<file path="src/cba_data_pkg.sv">
// Number formats shared by the content addressing datapath
// Elements are signed two's complement, ELEM_W bits
// ACC_W covers 16 products of full scale elements without overflow
// Result word is read as a row pair or as the run summary
`default_nettype none

package cba_data_pkg;

  ////////////////////
  // Widths
  ////////////////////

  // Key and memory element
  localparam int ELEM_W = 8;

  // Dot and norm sums
  localparam int ACC_W = 20;

  // Row and element counters, also the best row index
  localparam int IDX_W = 8;

  // Full result word
  localparam int RES_W = 2 * ACC_W;

  ////////////////////
  // Result word
  ////////////////////

  // Row view carries both sums of one memory row
  // Summary view carries the argmax after the last row
  typedef union packed {
    struct packed {
      logic signed [ACC_W-1:0] dot;
      logic        [ACC_W-1:0] norm;
    } row;
    struct packed {
      // Always zero in a summary word
      logic [RES_W-IDX_W-2:0] pad;
      // Set when at least one row had a positive dot sum
      logic                   found;
      logic [IDX_W-1:0]       best_idx;
    } summary;
  } result_word_u;

endpackage

`default_nettype wire

</file>
<file path="src/cba_dot_unit.sv">
// Key buffer and per-row dot product k . M[i]
// The key must be fully loaded before the first row element
// Write pointer rewinds once rows begin, so the next run reloads from 0
`default_nettype none

module cba_dot_unit #(
  parameter int MAX_LEN = 16
) (
  input  wire                                    CLK,
  input  wire                                    RST,
  input  wire                                    key_load,
  input  wire signed [cba_data_pkg::ELEM_W-1:0] K_IN,
  input  wire                                    elem_valid,
  input  wire                                    row_first,
  input  wire                                    row_last,
  input  wire signed [cba_data_pkg::ELEM_W-1:0] M_IN,
  output logic                                   dot_valid,
  output logic signed [cba_data_pkg::ACC_W-1:0] dot_sum
);

  localparam int PTR_W = (MAX_LEN > 1) ? $clog2(MAX_LEN) : 1;

  logic signed [cba_data_pkg::ELEM_W-1:0]   key_mem [MAX_LEN];
  logic        [PTR_W-1:0]                  wr_ptr;
  logic        [PTR_W-1:0]                  rd_ptr;
  logic        [PTR_W-1:0]                  rd_idx;
  logic signed [cba_data_pkg::ELEM_W-1:0]   key_rd;
  logic signed [2*cba_data_pkg::ELEM_W-1:0] prod;
  logic signed [cba_data_pkg::ACC_W-1:0]    acc;
  logic signed [cba_data_pkg::ACC_W-1:0]    acc_base;
  logic signed [cba_data_pkg::ACC_W-1:0]    acc_next;

  ////////////////////
  // Key buffer
  ////////////////////

  always_ff @(posedge CLK) begin
    if (key_load) begin
      key_mem[wr_ptr] <= K_IN;
    end
  end

  // First element of a row reads slot 0 in the same cycle
  assign rd_idx = row_first ? '0 : rd_ptr;
  assign key_rd = key_mem[rd_idx];

  always_ff @(posedge CLK or posedge RST) begin
    if (RST) begin
      wr_ptr <= '0;
      rd_ptr <= '0;
    end else begin
      if (key_load) begin
        wr_ptr <= wr_ptr + 1'b1;
      end else if (elem_valid) begin
        wr_ptr <= '0;
      end
      if (elem_valid) begin
        rd_ptr <= rd_idx + 1'b1;
      end
    end
  end

  ////////////////////
  // Accumulator
  ////////////////////

  // Signed product, sign extended into the sum
  assign prod     = key_rd * M_IN;
  assign acc_base = row_first ? '0 : acc;
  assign acc_next = acc_base + prod;

  always_ff @(posedge CLK) begin
    if (elem_valid) begin
      acc <= acc_next;
    end
    // Final sum includes the last element
    if (row_last) begin
      dot_sum <= acc_next;
    end
  end

  always_ff @(posedge CLK or posedge RST) begin
    if (RST) begin
      dot_valid <= 1'b0;
    end else begin
      dot_valid <= row_last;
    end
  end

endmodule

`default_nettype wire

</file>
<file path="config.mk">
export PLATFORM = sky130hd
export DESIGN_NAME = cba_dot_unit
export DESIGN_NICKNAME = d
export VERILOG_FILES = /design/src/cba_data_pkg.sv /design/src/cba_dot_unit.sv
export SDC_FILE = /design/constraint.sdc
export NUM_CORES = 1
export LEC_CHECK = 0
export CAP_MARGIN = 10
export CELL_PAD_IN_SITES_DETAIL_PLACEMENT = 0
export CELL_PAD_IN_SITES_GLOBAL_PLACEMENT = 1
export CORE_MARGIN = 2
export CORE_UTILIZATION = 40
export CTS_CLUSTER_DIAMETER = 30
export CTS_CLUSTER_SIZE = 30
export DETAILED_ROUTE_END_ITERATION = 10
export DONT_BUFFER_PORTS = 1
export GPL_ROUTABILITY_DRIVEN = 0
export GPL_TIMING_DRIVEN = 1
export PLACE_DENSITY_LB_ADDON = 0.1
export SLEW_MARGIN = 5
export SYNTH_ARGS = -nofsm -noshare
export SYNTH_HDL_FRONTEND = slang
export SYNTH_SLANG_ARGS = --single-unit
export TNS_END_PERCENT = 10
</file>
<file path="constraint.sdc">
create_clock -name CLK -period 15.3 [get_ports CLK]
set_input_delay 3.06 -clock CLK [delete_from_list [all_inputs] [get_ports CLK]]
set_output_delay 3.06 -clock CLK [all_outputs]
set_load 0.05 [all_outputs]
</file>
; Word level (Yosys, flattened, before mapping)
; Memories as Yosys holds them, arrays and structs flattened.
; Cells that the tools add are included.
; Widths: inputs -> output; s select.
[totals]
regBits = 49
mem_bits_rw = 128
inputBits = 22
word_cells = 17
memories = 1
[memory_table]
columns = memory, words, width, read_ports, rd_clocked_by_memory_dff, write_ports, line_no
row1 = key_mem, 16, 8, 1, 0, 1, cba_dot_unit.sv:23  ; logic signed [cba_data_pkg::ELEM_W-1:0] key_mem [MAX_LEN];
[classes]
add_sub_neg = 3
n_mul = 1
n_mux = 6
n_reduce_logical = 1
[ops]
columns = cell, n
row1 = $add 20x16->20, 1
row2 = $mux 20, 1
row3 = $mul 8x8->16, 1
row4 = $mux 4, 3
row5 = $add 4x1->4 const B, 2
row6 = $mux 1, 2
row7 = $reduce_bool 2->1, 1

; Depth between registers and ports, before layout
; An unclocked memory read counts as a cell.
[logic_depth]
depth_word = 4
depth_mapped = 24

; Worst setup path after synthesis
; No wires, ideal clock.
[synth_path]
kind = in2reg
start = in row_first
end = reg acc[19] (netlist bit) (data pin)
setup_ns = 0.269
arrival_time_ns = 8.527
required_time_ns = 15.031
path_slack_ns = 6.504
path_stages = 21
path_buffers = 2
cell_sequence = buf_6 -> or2_0 -> mux4_2 -> a211oi_2 -> o21ai_2 -> and3_1 -> fa_1 -> fa_1 -> fa_1 -> inv_1 -> fa_1 -> inv_1 -> ha_1 -> ha_1 -> clkbuf_1 -> a21oi_1 -> a21oi_1 -> a211o_1 -> a21o_1 -> o41ai_2 -> xnor2_1
[synth_via]
elab_chain_cells = 4
[synth_rtl]
columns = element, line_no
row1 = from (decl), cba_dot_unit.sv:14  ; input wire row_first,
row2 = $mux 4, cba_dot_unit.sv:44  ; assign rd_idx = row_first ? '0 : rd_ptr;
row3 = $mem_v2 16x8, -
row4 = $mul 8x8->16, cba_dot_unit.sv:68  ; assign prod = key_rd * M_IN;
row5 = $add 20x16->20 *, cba_dot_unit.sv:70  ; assign acc_next = acc_base + prod;
row6 = named net acc_next (one bit), cba_dot_unit.sv:31  ; logic signed [cba_data_pkg::ACC_W-1:0] acc_next;
row7 = to (signal assigned), cba_dot_unit.sv:74  ; acc <= acc_next;
row8 = to (decl), cba_dot_unit.sv:29  ; logic signed [cba_data_pkg::ACC_W-1:0] acc;
; The timed path passes the listed nets; every way through them passes the cells marked *.
; A chain may end at the register's enable or synchronous reset.

; Worst setup path in the final report
[layout_path]
start = in row_first
end = reg dot_sum[17] (netlist bit) (data pin)
[layout_via]
elab_chain_cells = 4
[layout_rtl]
columns = element, line_no
row1 = $mux 4, cba_dot_unit.sv:44
row2 = $mem_v2 16x8, -
row3 = $mul 8x8->16, cba_dot_unit.sv:68
row4 = $add 20x16->20 *, cba_dot_unit.sv:70
row5 = named net acc_next (one bit), cba_dot_unit.sv:31
row6 = to (signal assigned), cba_dot_unit.sv:78  ; dot_sum <= acc_next;
row7 = to (decl), cba_dot_unit.sv:18  ; output logic signed [cba_data_pkg::ACC_W-1:0] dot_sum
; Marks and branches as above.

==> results by group <==
Outcome
  – Status: finished, final reports clean

Synthesis
  – Post-synth cell types: 49
  – Most common cell in the netlist: edfxtp_1
  – Synthesis Warnings: 0
  – Synthesized Nets: roughly 980
  – Avg Cell Area, Syn: between 10 and 15 sq um
  – Ys flop type: edfxtp_1
  – Synth Instances: 820
  – Area contributors post-synth: edfxtp_1, fa_1, ha_1
  – Sequential share of the synthesized area: 49.7%
  – Synth top area share: a little under half
  – Number of register bits inferred by synthesis: approximately 180
  – Post-synth top cells: edfxtp_1, inv_1, fa_1
  – Synth Cell Area: between 10000 and 15000 sq um
  – Share of synthesized flip-flops with an asynchronous set or reset: under 10%
  – Post-synth EDFFs: between 150 and 200
  – Yosys top cell by area: edfxtp_1

Global route
  – Global router's overall resource usage: between 10% and 20%
  – Largest net degree at the start of global routing: 66
  – Initial antenna violation count: 0
  – GRT overflow: 0
  – Vias in the first global route: about 6400
  – Global-route wire length before repair: between 30000 and 40000 um

Timing
  – RSZ-0062 raised after global routing: no
  – Final Max Slew Viols: 0
  – Worst Tran Pin Value: roughly 1 ns
  – Relative slew margins: ~32%
  – Final period utilization: 60.9%
  – Peak Freq: 0.107 GHz
  – Clock Skews: around 0.012 ns
  – Final Setup Violations: 0
  – Fin Setup TNS: 0 ns
  – Hold Fails Final Rpt: 0
  – Final period demand of the worst path: 9.31 ns

Worst setup path
  – CP Launch Type: primary input
  – Crit. End Element: register
  – Critical path data required time: roughly 15 ns
  – CP Class: primary input to register
  – Critical path data arrival time: 9.49 ns
  – Crit path max fanout: 56

Floorplanning
  – Core Region: ~26000 sq um
  – Die Span Y: between 150 and 200 um
  – Initial cell density of the core: roughly two fifths
  – Die W: between 150 and 200 um
  – Num rows: a little under 60
  – Ports: 43
  – Die area: approximately 28000 sq um

CTS
  – Worst-path clk slew: approximately 0.070 ns
  – Num CTS Buffers: 17
  – H-tree levels: 4
  – Setup Fix Bufs, Post-CTS: 0
  – Clk root buf: clkbuf_16
  – Worst-skew pair later-pin latency: ~0.44 ns
  – Number of hold buffers added after cts: 0
  – Clock Tree Buf Depth: 2
  – CTS tree: yes
  – Post_cts resized: 0
  – Clk sink count: between 150 and 200

Routing
  – DR iter-0 viols: 378
  – Initial DRT Pass Iterations: 4
  – Vias: approximately 6000
  – # DRC: 0
  – DR WL/cell: roughly 21 um
  – Final ANT Viol Nets: 0
  – Vias per std cell: roughly 5.3
  – Routed wire length: between 20000 and 25000 um

Placed design
  – PortBufs: 0
  – Hpwl dp: 17200 um

Final layout
  – Share of cells above drive strength 1: under 10%
  – Nets@finish: ~1000
  – Area Overhead vs Synth: 8.18%

Flow run
  – Max Cap Violations: 0

Min path
  – Tightest Hold Check Type: register to register
per-stage QoR:
stage               hold slack [ns]  utilization [%]  setup WS (ns)  cells  instance area [sq um]
floorplan                     0.532                -           6.50    820                  10600
global placement              0.584             41.9           5.61   1128                  10900
detailed placement            0.587             41.9           5.44   1128                  10900
CTS                           0.599             44.0           5.93   1159                  11500
global route                  0.633             44.0           5.45   1159                  11500
finish                        0.599             44.0           5.99   1160                  11500
final cells by class:
class | count | area (sq um)
fill | 2394 | 14600
sequential | 177 | 5270
multi-input combinational | 498 | 4760
clock buffer | 18 | 429
inverter | 114 | 428
tap | 335 | 419
clock inverter | 13 | 126
timing repair buffer | 4 | 30.0
antenna | 1 | 2.50
registers in the layout, indices dropped and copies added, names as in the netlist:
name / cells
acc: 20
dot_sum: 20
dot_valid: 1
key_mem: 128
rd_ptr: 4
wr_ptr: 4
per-layer routing:
metal | up-vias | GRT usage, % | wire, um
met1 | 3147 | 26.6 | 11300
met4 | 0 | 4.54 | 365
met2 | 134 | 27.4 | 11100
li1 | 2828 | - | -
met3 | 22 | 3.54 | 1040
met5 | - | 0 | 0
layout by cell type (no fill, tap or decap), types with 3 or more instances in the layout:
cell | synthesis | layout
a211oi_1 | 29 | 29
a21o_1 | 7 | 7
a21oi_1 | 32 | 32
and2_1 | 29 | 29
and3_1 | 4 | 4
buf_4 | 1 | 4
clkbuf_16 | 0 | 17
clkinvlp_4 | 0 | 3
dfrtp_1 | 9 | 8
edfxtp_1 | 168 | 168
fa_1 | 88 | 88
ha_1 | 51 | 51
inv_1 | 112 | 112
inv_6 | 0 | 6
mux2i_1 | 23 | 23
nand2_1 | 35 | 35
nand2b_1 | 10 | 10
nand3_1 | 8 | 8
nor2_1 | 46 | 46
nor2b_1 | 21 | 21
nor3_1 | 3 | 3
nor3b_1 | 3 | 3
o211ai_1 | 10 | 10
o21ai_0 | 3 | 3
o21bai_1 | 6 | 6
o22a_1 | 15 | 15
o22ai_1 | 16 | 16
o32a_1 | 3 | 3
o32ai_2 | 4 | 4
or2_1 | 10 | 10
xnor2_1 | 17 | 17
xor2_1 | 6 | 6
cell families (layout without fill, tap and decap cells):
kind of cell,Yosys count,count (layout),share of synthesized area (%)
DFF,177,177,49.7
and+or+nand+nor,174,174,8.33
other,0,1,0
buffers and inverters,145,149,5.37
AOI/OAI and AO/OA,137,137,9.44
adders and majority gates,139,139,22.6
muxes,25,25,2.60
xor gates and xnor gates,23,23,1.90
path summary, 6_finish.rpt:
path                           start           to  slack, ns  cells after the start
setup reg to reg           rd_ptr[0]  dot_sum[17]       8.16                     20
hold reg to reg            wr_ptr[2]    wr_ptr[2]       0.60                      1
setup / recovery           row_first  dot_sum[17]       5.99                     19
hold / removal             wr_ptr[2]    wr_ptr[2]       0.60                      1
min in group asynchronous        RST    wr_ptr[0]       2.50                      1
max in group asynchronous        RST    rd_ptr[0]      12.48                      1
critical path, cell delays in order:
cell      delay (ns)
nand2b_1        0.77
o22a_1          0.26
nor2_1          0.04
o22ai_1         0.43
and3_1          0.81
fa_1            0.57
fa_1            0.50
fa_1            0.55
inv_1           0.05
fa_1            0.47
inv_1           0.04
ha_1            0.27
ha_1            0.36
a21oi_1         0.21
a21oi_1         0.09
a211o_1         0.29
a21o_1          0.21
o41ai_1         0.34
xnor2_1         0.14
Power is not shown: default switching activity piles up to over one toggle a cycle in this logic, so the estimate is an artifact.
