File: src/cba_data_pkg.sv
// Number formats shared by the content addressing datapath
// Elements are signed two's complement, ELEM_W bits
// ACC_W covers 16 products of full scale elements without overflow
// Result word is read as a row pair or as the run summary
`default_nettype none

package cba_data_pkg;

  ////////////////////
  // Widths
  ////////////////////

  // Key and memory element
  localparam int ELEM_W = 8;

  // Dot and norm sums
  localparam int ACC_W = 20;

  // Row and element counters, also the best row index
  localparam int IDX_W = 8;

  // Full result word
  localparam int RES_W = 2 * ACC_W;

  ////////////////////
  // Result word
  ////////////////////

  // Row view carries both sums of one memory row
  // Summary view carries the argmax after the last row
  typedef union packed {
    struct packed {
      logic signed [ACC_W-1:0] dot;
      logic        [ACC_W-1:0] norm;
    } row;
    struct packed {
      // Always zero in a summary word
      logic [RES_W-IDX_W-2:0] pad;
      // Set when at least one row had a positive dot sum
      logic                   found;
      logic [IDX_W-1:0]       best_idx;
    } summary;
  } result_word_u;

endpackage

`default_nettype wire

File: src/cba_ctrl_pkg.sv
// Control codes for the addressing run
// MAX_LEN and MAX_ROWS of the top level must stay within the limits here
`default_nettype none

package cba_ctrl_pkg;

  ////////////////////
  // Sequencer states
  ////////////////////

  localparam int STATE_W = 2;

  // Waiting for START, READY high
  localparam logic [STATE_W-1:0] ST_IDLE = 2'd0;
  // Loading the key vector
  localparam logic [STATE_W-1:0] ST_KEY  = 2'd1;
  // Streaming memory rows
  localparam logic [STATE_W-1:0] ST_ROWS = 2'd2;
  // Last row taken, summary pending
  localparam logic [STATE_W-1:0] ST_DONE = 2'd3;

  ////////////////////
  // Parameter limits
  ////////////////////

  // Longest key and row, bound by ACC_W headroom
  localparam int LEN_LIMIT = 16;

  // Most rows per run, bound by IDX_W
  localparam int ROW_LIMIT = 255;

endpackage

`default_nettype wire

File: src/cba_row_sequencer.sv
// Run sequencer, key phase then row phase
// SIZE_I and SIZE_J are latched on START and must be at least 1
// Strobes arriving outside their phase are dropped
// run_last is registered so that it lines up with the unit sum strobes
`default_nettype none

module cba_row_sequencer #(
  parameter int MAX_LEN  = 16,
  parameter int MAX_ROWS = 255
) (
  input  wire                            CLK,
  input  wire                            RST,
  input  wire                            START,
  input  wire [cba_data_pkg::IDX_W-1:0] SIZE_I,
  input  wire [cba_data_pkg::IDX_W-1:0] SIZE_J,
  input  wire                            K_IN_ENABLE,
  input  wire                            M_IN_ENABLE,
  output logic                           READY,
  output logic                           key_load,
  output logic                           elem_valid,
  output logic                           row_first,
  output logic                           row_last,
  output logic                           run_last
);

  logic [cba_ctrl_pkg::STATE_W-1:0] state;
  logic [cba_data_pkg::IDX_W-1:0]   size_i_q;
  logic [cba_data_pkg::IDX_W-1:0]   size_j_q;
  logic [cba_data_pkg::IDX_W-1:0]   elem_cnt;
  logic [cba_data_pkg::IDX_W-1:0]   row_cnt;
  logic [cba_data_pkg::IDX_W-1:0]   j_last;
  logic [cba_data_pkg::IDX_W-1:0]   i_last;

  ////////////////////
  // Strobe decode
  ////////////////////

  // Terminal counts
  assign j_last = size_j_q - 1'b1;
  assign i_last = size_i_q - 1'b1;

  // Accepted strobes pass straight through
  assign key_load   = (state == cba_ctrl_pkg::ST_KEY) && K_IN_ENABLE;
  assign elem_valid = (state == cba_ctrl_pkg::ST_ROWS) && M_IN_ENABLE;

  // Row markers from the element counter
  assign row_first = elem_valid && (elem_cnt == '0);
  assign row_last  = elem_valid && (elem_cnt == j_last);

  ////////////////////
  // FSM
  ////////////////////

  always_ff @(posedge CLK or posedge RST) begin
    if (RST) begin
      state    <= cba_ctrl_pkg::ST_IDLE;
      READY    <= 1'b1;
      size_i_q <= '0;
      size_j_q <= '0;
      elem_cnt <= '0;
      row_cnt  <= '0;
      run_last <= 1'b0;
    end else begin
      // High for one cycle after the last element of the last row
      run_last <= row_last && (row_cnt == i_last);
      case (state)
        cba_ctrl_pkg::ST_IDLE: begin
          if (START) begin
            size_i_q <= SIZE_I;
            size_j_q <= SIZE_J;
            elem_cnt <= '0;
            row_cnt  <= '0;
            READY    <= 1'b0;
            state    <= cba_ctrl_pkg::ST_KEY;
          end
        end
        cba_ctrl_pkg::ST_KEY: begin
          if (key_load) begin
            if (elem_cnt == j_last) begin
              elem_cnt <= '0;
              state    <= cba_ctrl_pkg::ST_ROWS;
            end else begin
              elem_cnt <= elem_cnt + 1'b1;
            end
          end
        end
        cba_ctrl_pkg::ST_ROWS: begin
          if (row_last) begin
            elem_cnt <= '0;
            if (row_cnt == i_last) begin
              row_cnt <= '0;
              state   <= cba_ctrl_pkg::ST_DONE;
            end else begin
              row_cnt <= row_cnt + 1'b1;
            end
          end else if (elem_valid) begin
            elem_cnt <= elem_cnt + 1'b1;
          end
        end
        cba_ctrl_pkg::ST_DONE: begin
          // Wait out the row word, READY rises with the summary word
          if (!run_last) begin
            READY <= 1'b1;
            state <= cba_ctrl_pkg::ST_IDLE;
          end
        end
        default: state <= cba_ctrl_pkg::ST_IDLE;
      endcase
    end
  end

  ////////////////////
  // Checks
  ////////////////////

  // Key and memory streams share no cycle
  assert property (@(posedge CLK) disable iff (RST) !(K_IN_ENABLE && M_IN_ENABLE));

  assert property (@(posedge CLK) disable iff (RST)
    (MAX_LEN <= cba_ctrl_pkg::LEN_LIMIT) && (MAX_ROWS <= cba_ctrl_pkg::ROW_LIMIT));

  // Latched sizes stay within what the key buffer and counters hold
  assert property (@(posedge CLK) disable iff (RST)
    (state != cba_ctrl_pkg::ST_IDLE) |-> (size_j_q <= MAX_LEN) && (size_i_q <= MAX_ROWS));

endmodule

`default_nettype wire

File: config.mk
export PLATFORM = sky130hd
export DESIGN_NAME = cba_row_sequencer
export DESIGN_NICKNAME = d
export VERILOG_FILES = /design/src/cba_data_pkg.sv /design/src/cba_ctrl_pkg.sv /design/src/cba_row_sequencer.sv
export SDC_FILE = /design/constraint.sdc
export NUM_CORES = 1
export LEC_CHECK = 0
export BUFFER_PORTS_ARGS = -buffer_cell sky130_fd_sc_hd__buf_2
export CAP_MARGIN = 20
export CORE_ASPECT_RATIO = 0.6
export CORE_UTILIZATION = 45
export DETAILED_ROUTE_END_ITERATION = 7
export HOLD_SLACK_MARGIN = 0.15
export PLACE_DENSITY_LB_ADDON = 0.2
export SLEW_MARGIN = 20
export SYNTH_ARGS = -nofsm -noshare
export SYNTH_HDL_FRONTEND = slang
export SYNTH_SLANG_ARGS = --single-unit
File: constraint.sdc
create_clock -name CLK -period 4.85 [get_ports CLK]
set_input_delay 0.2425 -clock CLK [delete_from_list [all_inputs] [get_ports CLK]]
set_output_delay 0.2425 -clock CLK [all_outputs]
set_load 0.02 [all_outputs]
-- Word-level counts from Yosys, hierarchy flattened
Cells that the tools add are included.
- add/subtract/negate cells: 4
- eq/ne operators: 12
- multiplexer cells: 19
- reductions and logical operators: 15
- operator list (cell ; number):
    $mux W8 ; 7
    $pmux W8 S3 ; 1
    $add A8 B1 Y8 const B ; 2
    $eq A8 B8 Y1 ; 2
    $pmux W8 S2 ; 1
    $sub A8 B1 Y8 const B ; 2
    $mux W2 ; 6
    $logic_not A8 Y1 ; 1
    $ne A2 B2 Y1 const B ; 4
    $pmux W2 S4 ; 1
    $reduce_and A3 Y1 ; 2
    $reduce_and A6 Y1 ; 1
    $logic_and A1 B1 Y1 ; 5
    $eq A2 B2 Y1 const B ; 2
    $ne A2 B1 Y1 const B ; 2
    $reduce_and A4 Y1 ; 1
    $reduce_bool A2 Y1 ; 2
    $ne A3 B3 Y1 const B ; 1
    $reduce_bool A3 Y1 ; 1
    $eq A2 B1 Y1 const B ; 1
    $logic_not A2 Y1 ; 1
    $mux W1 ; 2
    $pmux W1 S2 ; 1
    $reduce_and A2 Y1 ; 1
- flip-flop bits (word level): 36
- output and inout bits: 6

-- Depth between registers and ports, before layout
- depth in word-level cells: 5
- gate-level depth with buffers: 10
- gate-level depth less buffers: 9

-- Worst setup path before layout
OpenSTA, ideal clock, no wires.
- path type: register -> register
- start point: register size_j_q[0] in the netlist's numbering
- end point: register row_cnt[7] in the netlist's numbering
- setup time: 92 ps
- data arrival time: 2875 ps
- data required time: 4758 ps
- setup slack: 1884 ps
- cell stages (with the launch flop): 9
- buffers on the path: 1
- path through: dfrtp_1 -> or4_1 -> or4_1 -> o311a_2 -> a2111oi_4 -> o21bai_4 -> or2_1 -> buf_6 -> o31ai_2
- longest elaborated chain between the ends: 5
- ends and longest elaborated chain (what ; line ; source):
    start: declaration ; cba_row_sequencer.sv:28 ; logic [cba_data_pkg::IDX_W-1:0] size_j_q;
    start signal: assignment ; cba_row_sequencer.sv:59 ; size_j_q <= '0;
    start signal: assignment ; cba_row_sequencer.sv:70 ; size_j_q <= SIZE_J;
    $sub A8 B1 Y8 ; cba_row_sequencer.sv:39 ; assign j_last = size_j_q - 1'b1;
    $eq A8 B8 Y1 ; cba_row_sequencer.sv:48 ; assign row_last = elem_valid && (elem_cnt == j_last);
    $logic_and A1 B1 Y1 ; cba_row_sequencer.sv:48 ;
    via row_last ; cba_row_sequencer.sv:22 ; output logic row_last,
    $ne A2 B2 Y1 (no line) ; -- ;
    $reduce_and A3 Y1 (no line) ; -- ;
    end signal: assignment ; cba_row_sequencer.sv:94 ; row_cnt <= row_cnt + 1'b1;
    end: declaration ; cba_row_sequencer.sv:30 ; logic [cba_data_pkg::IDX_W-1:0] row_cnt;
The timed path passes the listed nets, and every way through them passes these cells.
A chain may end at the register's enable or synchronous reset.

-- Final worst setup path
- start point: register size_j_q[0] in the netlist's numbering
- end point: register state[1] in the netlist's numbering
- longest elaborated chain between the ends: 5
- elaborated cells on any way between the ends: 6
- those cells by class: add/sub (1); eq/ne (3); reduce/logical (2)
- ends and longest elaborated chain (what ; line ; source):
    $sub A8 B1 Y8 * ; cba_row_sequencer.sv:39 ;
    $eq A8 B8 Y1 * ; cba_row_sequencer.sv:48, cba_row_sequencer.sv:79 ;
    $logic_and A1 B1 Y1 ; cba_row_sequencer.sv:48 ;
    $ne A2 B2 Y1 (no line) ; -- ;
    $reduce_and A6 Y1 (no line) * ; -- ;
    end signal: assignment ; cba_row_sequencer.sv:56 ; state <= cba_ctrl_pkg::ST_IDLE;
    end signal: assignment ; cba_row_sequencer.sv:81 ; state <= cba_ctrl_pkg::ST_ROWS;
    end signal: assignment ; cba_row_sequencer.sv:92 ; state <= cba_ctrl_pkg::ST_DONE;
    end: declaration ; cba_row_sequencer.sv:26 ; logic [cba_ctrl_pkg::STATE_W-1:0] state;
Every way passes the cells marked *; elsewhere a longest branch is shown, timed or not.

==> results.json <==
{
  "synthArstFlopShare": 1.00,
  "synth_compound_area_frac": 0.153,
  "r2r_start": "size_j_q[0]",
  "rrSetupSlack_ns": 1.84,
  "grt_start_max_net_pins": 37,
  "path_class": "reg -> reg",
  "postSynthCellCount": 232,
  "cts.sinks": 36,
  "syn_avg_cell_area_um2": 10.0,
  "period_needed_ns": 3.01,
  "final_common_cell": "dfrtp_1",
  "routed_wl_um": 5020,
  "grt_pass1_vias": 1602,
  "via_per_inst": 5.50,
  "h-tree-depth": 2,
  "p_leak_nw": 1.26,
  "synthAdderAreaFrac": 0.0538,
  "power_frac_comb": 0.140,
  "cts_setup_buffers": 0,
  "gr-usage-met1": 0.334,
  "ys_seq_area_frac": 0.388,
  "grtUsageMet2": 0.250,
  "setup_viol": 0,
  "critical_path.startpoint": "size_j_q[0]",
  "synthMuxAreaShare": 0.0953,
  "via_count": 1781,
  "maxCapViolCount": 0,
  "synthSimpleGateAreaFrac": 0.193,
  "fin_tns_setup_ns": 0,
  "crit_end": "state[1]",
  "cts_tree": "done",
  "regArea_um2": 902,
  "fill_cells": 423,
  "finalHoldViolations": 0,
  "layout_common_cells": "dfrtp_1, buf_2, mux2_2, inv_1, nand2_1",
  "die_w_um": 94.8,
  "start_util": 0.489,
  "cp.required_ns": 5.02,
  "n_antenna_cell": 0,
  "p_per_area_mw_per_mm2": 286,
  "grtUsageTotal": 0.204,
  "crit_path_end_kind": "flop",
  "power.switching_w": 0.000198,
  "multi_input_area_mm2": 0.00134,
  "start_kind": "flop",
  "yosysWarnings": 0,
  "r2r_cells": 7,
  "fin_crit_sh": 0.621,
  "gr-total-overflow": 0,
  "timing.slew.headroom": 0.486,
  "wl_per_cell_um": 15.5,
  "port_buffers": 26,
  "crit_arrival_ns": 3.18,
  "p_int_w": 0.000561,
  "grt.busiest_layer": "met1",
  "grt_pass1_wl_um": 8200,
  "io_pins": 27,
  "synth_cell_type_count": 50,
  "area_growth_pct": 14.0,
  "gp_congestion": 0.817,
  "layout.nets": 291,
  "hpwl_um": 3710,
  "drt_iter0_markers": 97,
  "cts-root-buf": "clkbuf_8",
  "drv_slew": 0,
  "met3_usage": 0.0512,
  "drc": 0,
  "synth_top_family_by_area": "simple AND/OR/NAND/NOR gates",
  "clockBufferDepth": 2,
  "cts_made_buffers": 5,
  "first_pass_iters": 4,
  "drive_gt1_frac": 0.249,
  "hp-class": "in -> reg",
  "fp-row-count": 19,
  "coreArea_mm2": 0.00475,
  "clk_latency_ns": 0.30,
  "syn_area_mm2": 0.00232,
  "worst_pin_slew_ns": 0.763,
  "antenna_left": 0,
  "p_seq_frac": 0.472,
  "worst_r2r_endpoint": "state[1]",
  "die_area_mm2": 0.00547,
  "synth-main-ff-cell": "dfrtp_1",
  "clk_pin_slew_ns": 0.08,
  "pwr-share-clk": 0.389,
  "vdd.ir_drop.worst_mv": 0.130,
  "outcome": "completed",
  "fp.dieH_um": 57.7,
  "rsz0062_at_grt": "false",
  "skew_ns": 0.0104,
  "synth_xor_area_frac": 0.0775,
  "fmax_mhz": 332,
  "ys_ff_latch": 36,
  "p_total_w": 0.000759,
  "swShare": 0.261,
  "grt_antenna_before_repair": 0,
  "syn_nets": 263,
  "synth_edf_count": 0,
  "crit_fanout": 6
}
## cell families (layout without fill, tap and decap cells)
kind of cell	count (synthesis)	in the layout
multiplexers	20	20
AND/OR/NAND/NOR	79	79
AO/OA/AOI/OAI	46	46
adder cells (fa/ha/maj)	10	10
XOR/XNOR	19	19
buffers and inverters	22	51
flip-flops	36	36
## layout make-up
cell class / instances / share of cell area
Multi-Input combinational cell: 174 / 0.505
Clock inverter: 1 / 0.0113
Clock buffer: 7 / 0.0363
Tap cell: 63 / 0.0297
Sequential cell: 36 / 0.340
Inverter: 15 / 0.0212
Timing Repair Buffer: 28 / 0.0557
## power groups by stage
stage	logic, W	registers, W	clock network, W
6_report	0.000106	0.000358	0.000295
5_1_grt	0.000120	0.000364	0.000311
4_1_cts	0.000108	0.000358	0.000300
3_5_place_dp	0.000106	0.000364	0
3_3_place_gp	0.000103	0.000363	0
2_1_floorplan	0.000100	0.000339	0
## sequential cells by signal, summed over array words and instances (netlist names)
signal	cells
elem_cnt	8
state	2
size_j_q	8
READY	1
run_last	1
size_i_q	8
row_cnt	8
## cell usage after synthesis, types with 2 or more instances
cell      instances  area, µm²
nand3_1           5       25.0
clkbuf_1          6       22.5
ha_1             10        125
nor2_1            9       33.8
nor4_1            6       37.5
nor4b_1           2       17.5
nor2b_1           4       25.0
and2_1            4       25.0
o21ai_1          10       50.1
a21o_1            2       15.0
nand2_1          12       45.0
o21ai_0           5       25.0
mux2i_1           3       30.0
nand2b_1          8       50.1
and3_1            6       37.5
xnor2_1           7       61.3
a31o_2            2       17.5
nand4_1           3       18.8
nor3_1            5       25.0
o31ai_2           2       25.0
o21a_1            2       15.0
dfrtp_1          35        876
mux2_2           16        180
or4_1             4       30.0
xor2_1           11       96.3
inv_1            15       56.3
or3_1             3       18.8
or3b_2            2       17.5
nand3b_1          3       22.5
a32oi_1           2       17.5
a21oi_1           8       40.0
a211o_1           2       17.5
## worst max-delay path: stages (launching register included)
cell,delay (ns)
dfrtp_1,0.45
or4_1,0.52
or4_1,0.51
o311a_2,0.17
a211o_1,0.36
o32ai_1,0.31
and3_1,0.24
mux2_1,0.33
## timing repair
item                                    4_1_cts  5_1_grt
endpoints found under the setup margin        0        0
endpoints found under the hold margin        35        0
gates resized for setup                       0        0
hold buffers                                  1        0
## per-layer routing
layer,share of wire,routed length (µm)
met4,0.0098,49
met5,0,0
met1,0.55,2770
met3,0.064,320
met2,0.38,1890
## per-stage QoR
stage	utilization	area, µm²	setup WS [ns]	cells	hold WS, ns
2_1_floorplan	-	2320	1.88	232	0.393
3_3_place_gp	0.527	2510	1.90	315	0.374
3_5_place_dp	0.527	2510	1.74	315	0.371
4_1_cts	0.556	2640	1.69	324	0.170
5_1_grt	0.558	2650	1.67	324	0.170
6_report	0.558	2650	1.84	324	0.172
## worst min path at each step
stage | from | end | slack, ns | cells after the start
floorplan | SIZE_I[0] | size_i_q[0] | 0.39 | 1
global placement | RST | size_j_q[7] | 0.37 | 3
detailed placement | RST | size_i_q[6] | 0.37 | 3
CTS | SIZE_I[2] | size_i_q[2] | 0.17 | 2
global route | SIZE_J[4] | size_j_q[4] | 0.17 | 2
finish | SIZE_J[4] | size_j_q[4] | 0.17 | 2
Power figures use the tool's default switching activity.
