<file path="config.mk">
export PLATFORM = sky130hd
export DESIGN_NAME = cba_norm_unit
export DESIGN_NICKNAME = d
export VERILOG_FILES = /design/src/cba_data_pkg.sv /design/src/cba_norm_unit.sv
export SDC_FILE = /design/constraint.sdc
export NUM_CORES = 1
export LEC_CHECK = 0
export BUFFER_PORTS_ARGS = -buffer_cell sky130_fd_sc_hd__buf_2
export CELL_PAD_IN_SITES_DETAIL_PLACEMENT = 0
export CELL_PAD_IN_SITES_GLOBAL_PLACEMENT = 1
export CORE_ASPECT_RATIO = 0.5
export CORE_MARGIN = 2
export CORE_UTILIZATION = 40
export DETAILED_ROUTE_END_ITERATION = 16
export GPL_TIMING_DRIVEN = 1
export PLACE_DENSITY = 0.7
export SYNTH_ARGS = -nofsm -noshare
export SYNTH_HDL_FRONTEND = slang
export SYNTH_SLANG_ARGS = --single-unit
export TNS_END_PERCENT = 10
</file>
<file path="constraint.sdc">
create_clock -name CLK -period 5.45 [get_ports CLK]
set_input_delay 1.09 -clock CLK [delete_from_list [all_inputs] [get_ports CLK]]
set_output_delay 1.09 -clock CLK [all_outputs]
set_load 0.02 [all_outputs]
</file>
<file path="src/cba_data_pkg.sv">
// Number formats shared by the content addressing datapath
// Elements are signed two's complement, ELEM_W bits
// ACC_W covers 16 products of full scale elements without overflow
// Result word is read as a row pair or as the run summary
`default_nettype none

package cba_data_pkg;

  ////////////////////
  // Widths
  ////////////////////

  // Key and memory element
  localparam int ELEM_W = 8;

  // Dot and norm sums
  localparam int ACC_W = 20;

  // Row and element counters, also the best row index
  localparam int IDX_W = 8;

  // Full result word
  localparam int RES_W = 2 * ACC_W;

  ////////////////////
  // Result word
  ////////////////////

  // Row view carries both sums of one memory row
  // Summary view carries the argmax after the last row
  typedef union packed {
    struct packed {
      logic signed [ACC_W-1:0] dot;
      logic        [ACC_W-1:0] norm;
    } row;
    struct packed {
      // Always zero in a summary word
      logic [RES_W-IDX_W-2:0] pad;
      // Set when at least one row had a positive dot sum
      logic                   found;
      logic [IDX_W-1:0]       best_idx;
    } summary;
  } result_word_u;

endpackage

`default_nettype wire

</file>
<file path="src/cba_norm_unit.sv">
// Per-row squared norm M[i] . M[i]
// Sum is unsigned, at most 16 x 128^2 with the default widths
`default_nettype none

module cba_norm_unit (
  input  wire                                    CLK,
  input  wire                                    RST,
  input  wire                                    elem_valid,
  input  wire                                    row_first,
  input  wire                                    row_last,
  input  wire signed [cba_data_pkg::ELEM_W-1:0] M_IN,
  output logic                                   norm_valid,
  output logic        [cba_data_pkg::ACC_W-1:0] norm_sum
);

  logic signed [2*cba_data_pkg::ELEM_W-1:0] sq;
  logic        [cba_data_pkg::ACC_W-1:0]    acc;
  logic        [cba_data_pkg::ACC_W-1:0]    acc_base;
  logic        [cba_data_pkg::ACC_W-1:0]    acc_next;

  // Square never goes negative, so zero extension is safe
  assign sq       = M_IN * M_IN;
  assign acc_base = row_first ? '0 : acc;
  assign acc_next = acc_base + cba_data_pkg::ACC_W'($unsigned(sq));

  ////////////////////
  // Accumulator
  ////////////////////

  always_ff @(posedge CLK) begin
    if (elem_valid) begin
      acc <= acc_next;
    end
    if (row_last) begin
      norm_sum <= acc_next;
    end
  end

  // Strobe in step with the dot unit
  always_ff @(posedge CLK or posedge RST) begin
    if (RST) begin
      norm_valid <= 1'b0;
    end else begin
      norm_valid <= row_last;
    end
  end

endmodule

`default_nettype wire

</file>
; ---- Word level (Yosys, flattened, before mapping)
; Index checks and enable logic that the tools add are counted.
[classes]
addsub = 1
mul = 1
muxes = 1
[op_table]
columns = cell, n
row1 = $add A20 B16 Y20, 1
row2 = $mux W20, 1
row3 = $mul A8 B8 Y16, 1
[word_totals]
regBits = 41
wordCells = 6

; ---- Longest topological paths before layout
; Gate-level depths: netlist of run 1.
[logic_depth]
word_depth = 2
mapped_depth = 25

; ---- Worst setup path before layout of run 1
; No wires, ideal clock.
[synth_path]
kind = in2reg
from = input M_IN[2] in the netlist's numbering
to = register acc[18] in the netlist's numbering (data pin)
setup_ns = 0.277
arrival_ns = 6.070
slack_ns = -0.897
stages = 23
n_path_buf = 1
path_cell_list = clkbuf_1 and2_1 ha_1 or2_2 fa_1 fa_1 inv_1 fa_1 inv_1 ha_1 o21ai_0 nor2_1 or4b_1 a221o_1 a31oi_1 xnor2_1 ha_1 nand2_1 a21oi_1 o21ai_0 and2_1 a31oi_1 o211ai_1
[synth_via]
elab_chain_len = 2
[synth_rtl]
columns = item, line
row1 = "start, declared", cba_norm_unit.sv:11  ; input wire signed [cba_data_pkg::ELEM_W-1:0] M_IN,
row2 = $mul A8 B8 Y16, cba_norm_unit.sv:22  ; assign sq = M_IN * M_IN;
row3 = $add A20 B16 Y20, cba_norm_unit.sv:24  ; assign acc_next = acc_base + cba_data_pkg::ACC_W'($unsigned(sq));
row4 = "via acc_next, one bit", cba_norm_unit.sv:19  ; logic [cba_data_pkg::ACC_W-1:0] acc_next;
row5 = "end signal, assigned", cba_norm_unit.sv:32  ; acc <= acc_next;
row6 = "end, declared", cba_norm_unit.sv:17  ; logic [cba_data_pkg::ACC_W-1:0] acc;
; The timed path passes the listed nets, and every way through them passes these cells.
; A chain may end at the register's enable or synchronous reset.

; ---- Final worst setup path of run 1
[layout_path]
from = input M_IN[4] in the netlist's numbering
to = register acc[18] in the netlist's numbering (data pin)
; Same word-level chain as after synthesis.

==> results of run 1 <==
==> registers in the layout, indices dropped and copies added (netlist names) <==
register / count
norm_sum: 20
acc: 20
norm_valid: 1
==> worst register-to-register path, delay by kind of cell (launching register included) <==
family                   cells  cell delay [ps]
AO/OA/AOI/OAI                5             1160
AND/OR/NAND/NOR              2              580
adder cells (fa/ha/maj)      2              430
flip-flops                   1              360
==> placed cells by master, fill, tap and decap left out, drive strengths merged, types with 3 or more instances in the layout <==
master	netlist	final
clkbuf	5	6
nor2	15	15
a21oi	17	17
buf	0	107
nand2	27	27
and3	5	5
fa	44	44
a21o	11	11
xor2	9	9
nor2b	21	21
o211ai	3	3
a211oi	4	4
nand2b	3	3
nor3	3	3
o21ai	9	9
nand3	4	4
edfxtp	40	40
o21a	3	3
and2	15	15
xnor2	25	25
a31oi	3	3
inv	77	77
ha	45	45
==> metrics by stage <==
step / cell area [um^2] / hold slack [ps] / TNS (ps) / worst slack, ps
finish: 5700 / 627 / -4960 / -517
global route: 5700 / 642 / -7800 / -716
CTS: 5580 / 617 / -5080 / -577
detailed placement: 5200 / 695 / -14860 / -1010
global placement: 5200 / 675 / -14810 / -962
floorplan: 4370 / 646 / -5530 / -576
==> logic make-up (layout without fill, tap and decap cells) <==
group           count (synthesis)  after routing  share of synthesized area
xor+xnor                       34             34                     0.0700
mux                             2              2                    0.00500
flops                          41             41                      0.288
compound gates                 63             63                     0.0998
buf+inv                        82            192                     0.0724
simple gates                  101            101                      0.125
fa+ha+maj                      89             89                      0.340
==> cell type report <==
type	instances	area, um^2	area share
clock buffer	6	129	0.0226
clock inverter	2	35.0	0.00614
inverter	77	294	0.0516
multi-input combinational	289	3020	0.529
sequential	41	1230	0.215
tap	140	175	0.0307
timing repair buffer	107	828	0.145
==> path summary, 6_finish.rpt <==
path	start	slack (ps)	to	cells after the start
hold / removal	RST	630	norm_valid	2
setup reg to reg	acc[0]	2730	acc[18]	9
min in group CLK	acc[0]	720	norm_sum[0]	2
max in group asynchronous	RST	4740	norm_valid	2
hold reg to reg	acc[0]	720	norm_sum[0]	2
setup / recovery	M_IN[4]	-520	acc[18]	19
==> timing repair <==
action / CTS / global route
endpoints found under the hold margin: 0 / 0
setup endpoints to repair: 20 / 20
gates cloned: 0 / 0
hold buffers: 0 / 0
setup buffers: 2 / 1
resized for setup: 64 / 26
pin swaps: 46 / 23
==> layer usage <==
| metal | track usage | routed length [um] | share of wire | vias to the layer above |
|---|---|---|---|---|
| met1 | 0.257 | 4770 | 0.54 | 1440 |
| met4 | 0.0368 | 86 | 0.0097 | 0 |
| met3 | 0.0149 | 186 | 0.021 | 6 |
| li1 | - | - | - | 1583 |
| met5 | 0 | 0 | 0 | - |
| met2 | 0.255 | 3800 | 0.43 | 34 |
==> results.md, run 1 <==
* Status: complete, but fails checks
* Violated checks: setup timing
* Least-Margin Pin Slew at approximately 510 ps
* Fin worst setup slack at -517 ps
* Layout cell share with drive strength beyond 1 at 0.360
* Max-slew violation count at 0
* Max-Cap Viols at 0
* Detailed-route via count at 3,063
* Routed wire per std cell at between 10 and 15 um
* RSZ-0062 raised after global routing: true
* DP HPWL at 6.99 mm
* Post-synthesis net count at ~510
* CP Launch Type: input pin
* Slew headroom at 0.661
* Crit Path Category: in2reg
* ANT nets after route at 0
* Hold Fails Final Rpt at 0
* Setup Skew at 3.36 ps
* # DRC at 0
* Ys flop type: edfxtp_1
* Post-synth EDFFs at 40
* CTS Sinks at 41
* Critical path's top delay family: adder cells
* Port Buffer Count at 33
* Clk buf depth at 2
* Yosys top cell area share at 0.283
* Area growth, synth to finish at 34.1%
* CTS Root Cell: clkbuf_16
* Synth top cells by count: inv_1, ha_1, fa_1
* Most common cell in the netlist: inv_1
* Clock transition at the registers of the reported paths at ~60 ps
* Latest clock arrival within the worst-skew pair at ~280 ps
* Most used cell along the critical path: fa_1
* Placer Congestion at around 0.8
* Via density at about 4.6
* CTS H-tree depth at 2
* Die area at between 10,000 and 15,000 um^2
* Max incr delay on CP at around 540 ps
* Largest net degree at the start of global routing at 23
* CP Data Arrival Time at a little over 6000 ps
* Post-synth ARST share at 0.0244
* Antenna diode count at 0
* Syn Inst Count at between 400 and 500
* Die width at around 150 um
* Warnings, synthesis at 0
* Antenna violations before repair at 0
* I/O Pins at 34
* Yosys cell types at 45
* Drt first-iter violations at 125
* Hold Path Class: in2async
* Fin util at 0.555
* Fin crit period at just under 6000 ps
* Fillers at 944
* Yosys top cell by area: edfxtp_1
* Crit. End Element: register
* Core footprint at between 10,000 and 15,000 um^2
* Buf/Inv on CP at 5
* Post-Syn Area per Cell at roughly 10 um^2
* Layout net count at slightly above 600
* Post-Route WL at roughly 8.8 mm
* Final period utilization at 1.09
* First-pass iteration count of the detailed router at 4
* Sequential fraction of the synthesis area at 0.288
* Main area contributors after synthesis: edfxtp_1, fa_1, ha_1, inv_1, xnor2_1
* Number of register bits inferred by synthesis at just over 40
* First-pass GRT wire length at 15.4 mm
* Synth Cell Area at 4250 um^2
* Total Routing Usage GR at 0.167
* Cells after DPL at around 650
* Row cnt at 26
* Critical-path top delay cell: fa_1
* Critical path fanouts, max at 5
* Final setup fails at 14
* GRT overflow at 0
* Starting density of the core at 0.414
* TritonCTS Buffers at 5
* Non-filler cells, final at between 600 and 700
* Fmax at around 0.17 GHz
* CP Cell Sequence: buf_12 -> buf_6 -> nand2_4 -> inv_2 -> fa_1 -> fa_1 -> fa_1 -> inv_2 -> fa_1 -> inv_2 -> ha_4 -> or4b_4 -> a221o_1 -> a31oi_1 -> xnor2_1 -> ha_1 -> a21o_1 -> or4_4 -> o211ai_1
* Vias in the first global route at 3,139
* WP data required at between 5000 and 6000 ps
* CTS tree: yes
* Height of the die at between 70 and 80 um
Power of run 1 is left out: the tool's default activity adds up to more than one toggle a clock period on the data nets, which glitch-free logic cannot reach.
==> run 2, diff against run 1 <==
--- a/config.mk
+++ b/config.mk
@@ -5,15 +5,15 @@
 export SDC_FILE = /design/constraint.sdc
 export NUM_CORES = 1
 export LEC_CHECK = 0
+export ABC_AREA = 1
 export BUFFER_PORTS_ARGS = -buffer_cell sky130_fd_sc_hd__buf_2
 export CELL_PAD_IN_SITES_DETAIL_PLACEMENT = 0
 export CELL_PAD_IN_SITES_GLOBAL_PLACEMENT = 1
-export CORE_ASPECT_RATIO = 0.5
 export CORE_MARGIN = 2
 export CORE_UTILIZATION = 40
 export DETAILED_ROUTE_END_ITERATION = 16
 export GPL_TIMING_DRIVEN = 1
-export PLACE_DENSITY = 0.7
+export PLACE_DENSITY = 0.73
 export SYNTH_ARGS = -nofsm -noshare
 export SYNTH_HDL_FRONTEND = slang
 export SYNTH_SLANG_ARGS = --single-unit
==> run 2 against run 1 <==
  * The flow still finishes with violations (setup timing)
  * Routed wire length grew 27%
  * Hold slack lost 3.0 ps
  * Non-clock buffer count is the same
  * Utilization shrank 0.51 points
  * Sequential share of layout area shrank 2.9 points
==> results.md, run 2 <==
* Status: complete, but fails checks
* Violated checks: setup timing
* Main area contributors after synthesis: edfxtp_1, fa_1, inv_1, nand2_1, ha_1
* Dpl ws at -548 ps
* CTS Hold Bufs at 0
* Number of register bits inferred by synthesis at 41
* Die area at roughly 13,000 um^2
* Sequential fraction of the synthesis area at 0.250
* CTS H-tree depth at 2
* Vias in the first global route at approximately 4,200
* Die width at 115 um
* Ys flop type: edfxtp_1
* First-pass iteration count of the detailed router at 4
* Wl on met1 at 5.70 mm
* Setup TNS at -207 ps
* Antenna violations before repair at 0
* GRT overflow at 0
* Routed wire per std cell at roughly 13 um
* Top flop regs: acc (20), norm_sum (20), norm_valid (1)
* Yosys cell types at 35
* Detailed-route via count at roughly 4,100
* Layout cell share with drive strength beyond 1 at 0.348
* Most common cell after layout, fill and taps aside: inv_1
* Clk buf depth at 2
* Max-slew violation count at 0
* Fmax at between 0.15 and 0.2 GHz
* CTS tree: yes
* First-pass GRT wire length at ~19 mm
* RSZ-0062 raised after global routing: true
* Area growth, synth to finish at 34.6%
* Latest clock arrival within the worst-skew pair at approximately 280 ps
* Reg area at between 1000 and 1500 um^2
* Syn Inst Count at ~630
* Max layer used: met4
* Drt first-iter violations at roughly 150
* Most frequent cells in the layout: inv_1, nand2_1, buf_4, fa_1, edfxtp_1
* TritonCTS Buffers at 5
* Cells after DPL at approximately 870
* Setup Skew at approximately 8.7 ps
* Port Buffer Count at 33
* Post-Syn Area per Cell at 7.75 um^2
* Non-filler cells, final at 885
* Starting density of the core at 0.408
* Layout net count at roughly 840
* DP HPWL at ~9.0 mm
* DR WL met3 at 195 um
* Clock transition at the registers of the reported paths at ~60 ps
* Synth Cell Area at 4910 um^2
* WP data required at between 5000 and 6000 ps
* Row cnt at 40
* Total Routing Usage GR at 0.178
* Largest net degree at the start of global routing at 22
* Most common cell in the netlist: inv_1
* Placer Congestion at roughly 0.86
* Final setup fails at 4
* Slew headroom at 0.642
* Yosys top cell by area: edfxtp_1
* Crit. End Element: register
* Final period utilization at 1.01
* Warnings, synthesis at 0
* Post-synth ARST share at 0.0244
* Yosys top cell area share at 0.245
* Via density at ~4.7
* Least-Margin Pin Slew at 537 ps
* Core footprint at 12,000 um^2
* # DRC at 0
* Height of the die at 115 um
* CP Launch Type: input pin
* Multi-input combinational cell area at about 3600 um^2
* Post-Route WL at 11.2 mm
* I/O Pins at 34
* Max-Cap Viols at 0
* CTS Root Cell: clkbuf_16
* Placed instance area at 5910 um^2
* Antenna diode count at 0
* ANT nets after route at 0
* Wire length on met2 at 5.27 mm
* Final instance area at around 6600 um^2
* CTS Sinks at 41
* Fin crit period at between 5000 and 6000 ps
* Post-synthesis net count at roughly 740
* Hold Path Class: in2async
* Post-synth EDFFs at 40
* Critical path fanouts, max at 6
* Fillers at around 1,100
* CP Data Arrival Time at around 5500 ps
* Hold Fails Final Rpt at 0
* Fin worst setup slack at -65.2 ps
* Crit Path Category: in2reg
* Synth top cells by count: inv_1, nand2_1, ha_1
## run 2: timing repair
item,4_1_cts,5_1_grt
resized for setup,49,84
endpoints found under the setup margin,22,22
pin swaps,33,73
setup buffers,3,5
cloned,0,1
## run 2: logic make-up after synthesis
kind of cell,count (synthesis),share of synthesized area
adder cells (fa/ha/maj),89,0.294
buffers and inverters,184,0.144
flip-flops,41,0.250
AND/OR/NAND/NOR,257,0.224
XOR/XNOR,25,0.0446
AO/OA/AOI/OAI,37,0.0436
## run 2: final timing paths
kind / from / cells past startpoint / end / slack (ps)
max in group asynchronous: RST / 2 / norm_valid / 4740
worst min-delay path: RST / 2 / norm_valid / 620
worst min register to register: acc[19] / 3 / norm_sum[19] / 670
min in group CLK: acc[19] / 3 / norm_sum[19] / 670
worst max register to register: acc[0] / 11 / norm_sum[14] / 3300
worst max-delay path: M_IN[7] / 24 / norm_sum[16] / -70
## run 2: final cells by class
class | count | area share
Multi-Input combinational cell | 408 | 0.540
Clock buffer | 7 | 0.0216
Sequential cell | 41 | 0.186
Timing Repair Buffer | 107 | 0.121
Inverter | 174 | 0.102
Clock inverter | 1 | 0.00114
Tap cell | 147 | 0.0279
## run 2: routing by layer
| metal | global-route usage | vias up |
|---|---|---|
| met1 | 0.260 | 1961 |
| met2 | 0.300 | 39 |
| li1 | - | 2115 |
| met3 | 0.0190 | 4 |
| met5 | 0 | - |
| met4 | 0.0145 | 0 |
## run 2: worst max-delay path, stage by stage
cell     delay [ps]
buf_12          130
buf_6           120
ha_4            150
fa_1            540
inv_1            60
fa_1            470
inv_1            50
fa_1            460
fa_1            570
ha_4            230
nand2_2          90
inv_1            60
a21oi_2         170
nand3_2         130
inv_1            70
nand2_1          60
nand2_2          80
ha_4            240
a21oi_2         200
o21ai_0         140
nor2_2          160
nand2_1         100
o21ai_1         100
nand2_2          80
## run 2: stage by stage
stage,hold WS (ps),util
after CTS,624,0.520
after global routing,639,0.550
after global placement,656,0.492
after floorplan,624,-
final,624,0.550
after detailed placement,667,0.492
Power of run 2 is left out for the same reason.
==> run 3, diff against run 2 <==
--- a/config.mk
+++ b/config.mk
@@ -11,8 +11,10 @@
 export CELL_PAD_IN_SITES_GLOBAL_PLACEMENT = 1
 export CORE_MARGIN = 2
 export CORE_UTILIZATION = 40
+export CTS_CLUSTER_SIZE = 40
 export DETAILED_ROUTE_END_ITERATION = 16
 export GPL_TIMING_DRIVEN = 1
+export MAX_ROUTING_LAYER = met4
 export PLACE_DENSITY = 0.73
 export SYNTH_ARGS = -nofsm -noshare
 export SYNTH_HDL_FRONTEND = slang
==> run 3 against run 2 <==
  * Cell count is 0.34% lower
  * Hold slack worse by 1.7 ps
  * Die area stayed put
  * Clock skew hardly changed
  * The run now ends clean
  * Critical path depth is 1 lower
  * Setup slack better by 100 ps
  * Non-clock buffer count is 3 lower
  * Register-to-register slack hardly changed
  * Final area is 0.17% higher
  * Global-route usage is 1.0 points higher
  * Critical path type unchanged
==> results.md, run 3 (synthesis results as in run 2) <==
* Height of the die at about 110 um
* Layout cell share with drive strength beyond 1 at 0.351
* R2R setup slack at between 3000 and 4000 ps
* Port Buffer Count at 33
* Least-Margin Pin Slew at approximately 540 ps
* Area growth, synth to finish at 34.8%
* Clk buf depth at 2
* Fin crit period at around 5400 ps
* Max-slew violation count at 0
* First-pass GRT wire length at slightly below 20 mm
* Row cnt at 40
* Final setup fails at 0
* Most common cell after layout, fill and taps aside: inv_1
* CP startpoint: M_IN[7]
* Top flop regs: acc (20), norm_sum (20), norm_valid (1)
* RSZ-0062 raised after global routing: true
* CTS H-tree depth at 2
* ANT nets after route at 0
* Critical path fanouts, max at 5
* Most frequent cells in the layout: inv_1, nand2_1, buf_4, fa_1, edfxtp_1
* WP data required at 5480 ps
* CTS tree: yes
* Antenna violations before repair at 0
* GRT overflow at 0
* DP HPWL at between 9 and 10 mm
* Setup Skew at roughly 8.5 ps
* Reg-to-reg endpoint: acc[14]
* Placer Congestion at approximately 0.84
* Vias in the first global route at around 4,200
* Detailed-route via count at just over 4,000
* CP Launch Type: input pin
* Drt first-iter violations at approximately 210
* Post-Route WL at approximately 11 mm
* Layout net count at ~840
* Setup TNS at 0 ps
* Largest net degree at the start of global routing at 22
* Antenna diode count at 0
* Core footprint at ~12,000 um^2
* # DRC at 0
* CP Data Arrival Time at about 5400 ps
* Hold Fails Final Rpt at 0
* Worst R2R Path Depth at 11
* First-pass iteration count of the detailed router at 4
* Hold Path Class: in2async
* Total Routing Usage GR at 0.188
* Clock transition at the registers of the reported paths at ~60 ps
* Via density at ~4.7
* Slew headroom at 0.641
* Status: finished clean
* Worst R2R Start: acc[0]
* I/O Pins at 34
* Latest clock arrival within the worst-skew pair at between 200 and 300 ps
* Die area at between 10,000 and 15,000 um^2
* Max-Cap Viols at 0
* Routed wire per std cell at 12.9 um
* Crit. End Element: register
* Fmax at roughly 0.18 GHz
* Starting density of the core at 0.408
* Crit Path Category: in2reg
* TritonCTS Buffers at 5
* Hold slack at approximately 620 ps
* CTS Root Cell: clkbuf_16
* Final period utilization at 0.993
* CTS Sinks at 41
* Fin util at 0.551
* Die width at about 110 um
==> run 3: cell types whose count changed in the layout (fill, tap and decap cells not counted), sizes merged <==
cell,previous run,this run
buf,106,103
==> run 3: worst max-delay path by stage <==
| stage | to | slack (ps) | depth (start not counted) |
|---|---|---|---|
| CTS | norm_sum[16] | 0.4 | 25 |
| global route | norm_sum[16] | -220 | 27 |
| detailed placement | norm_sum[16] | -500 | 33 |
| floorplan | acc[19] | -0.2 | 24 |
| global placement | norm_sum[13] | -520 | 25 |
| finish | norm_sum[16] | 40 | 23 |
==> run 3: repair_timing <==
item,in CTS,in global routing
buffers inserted,3,3
pin swaps,25,64
gates resized for setup,39,96
hold buffers,0,0
endpoints found under the setup margin,20,24
cloned,0,1
==> run 3: metrics by stage <==
step           cells  area [um^2]  setup WS, ps
3_3_place_gp     867         5910          -519
3_5_place_dp     867         5910          -502
2_1_floorplan    633         5170        -0.233
5_1_grt          882         6610          -223
4_1_cts          878         6220         0.445
6_report         882         6610          37.2
==> run 3: worst max-delay path, stage by stage <==
cell and delay (ps):
buf_12 110, buf_6 120, ha_4 150, fa_1 540, inv_2 50, fa_1 540
inv_1 60, fa_1 450, fa_1 510, ha_4 320, inv_4 50, nor3_4 210
nand3_2 110, nand4_1 120, nand2_2 70, ha_4 320, nand2_4 70, inv_4 60
nand2_4 50, nor3_4 180, nand2_2 110, nand3_2 80, nand2_2 60
==> run 3: cell type report <==
| class | instances | area, um^2 |
|---|---|---|
| Fill cell | 1121 | 5400 |
| Multi-Input combinational cell | 408 | 3600 |
| Sequential cell | 41 | 1230 |
| Timing Repair Buffer | 104 | 779 |
| Inverter | 174 | 673 |
| Tap cell | 147 | 184 |
| Clock buffer | 7 | 143 |
| Clock inverter | 1 | 7.51 |
==> run 3: metal layers <==
layer	part of all wire	routed length [um]	global-route usage	vias up
met1	0.50	5640	0.264	1937
met2	0.47	5310	0.299	42
met4	0.010	113	0.0281	0
li1	-	-	-	2114
met3	0.024	273	0.0258	13
met5	0	0	-	-
Power of run 3 is left out for the same reason.
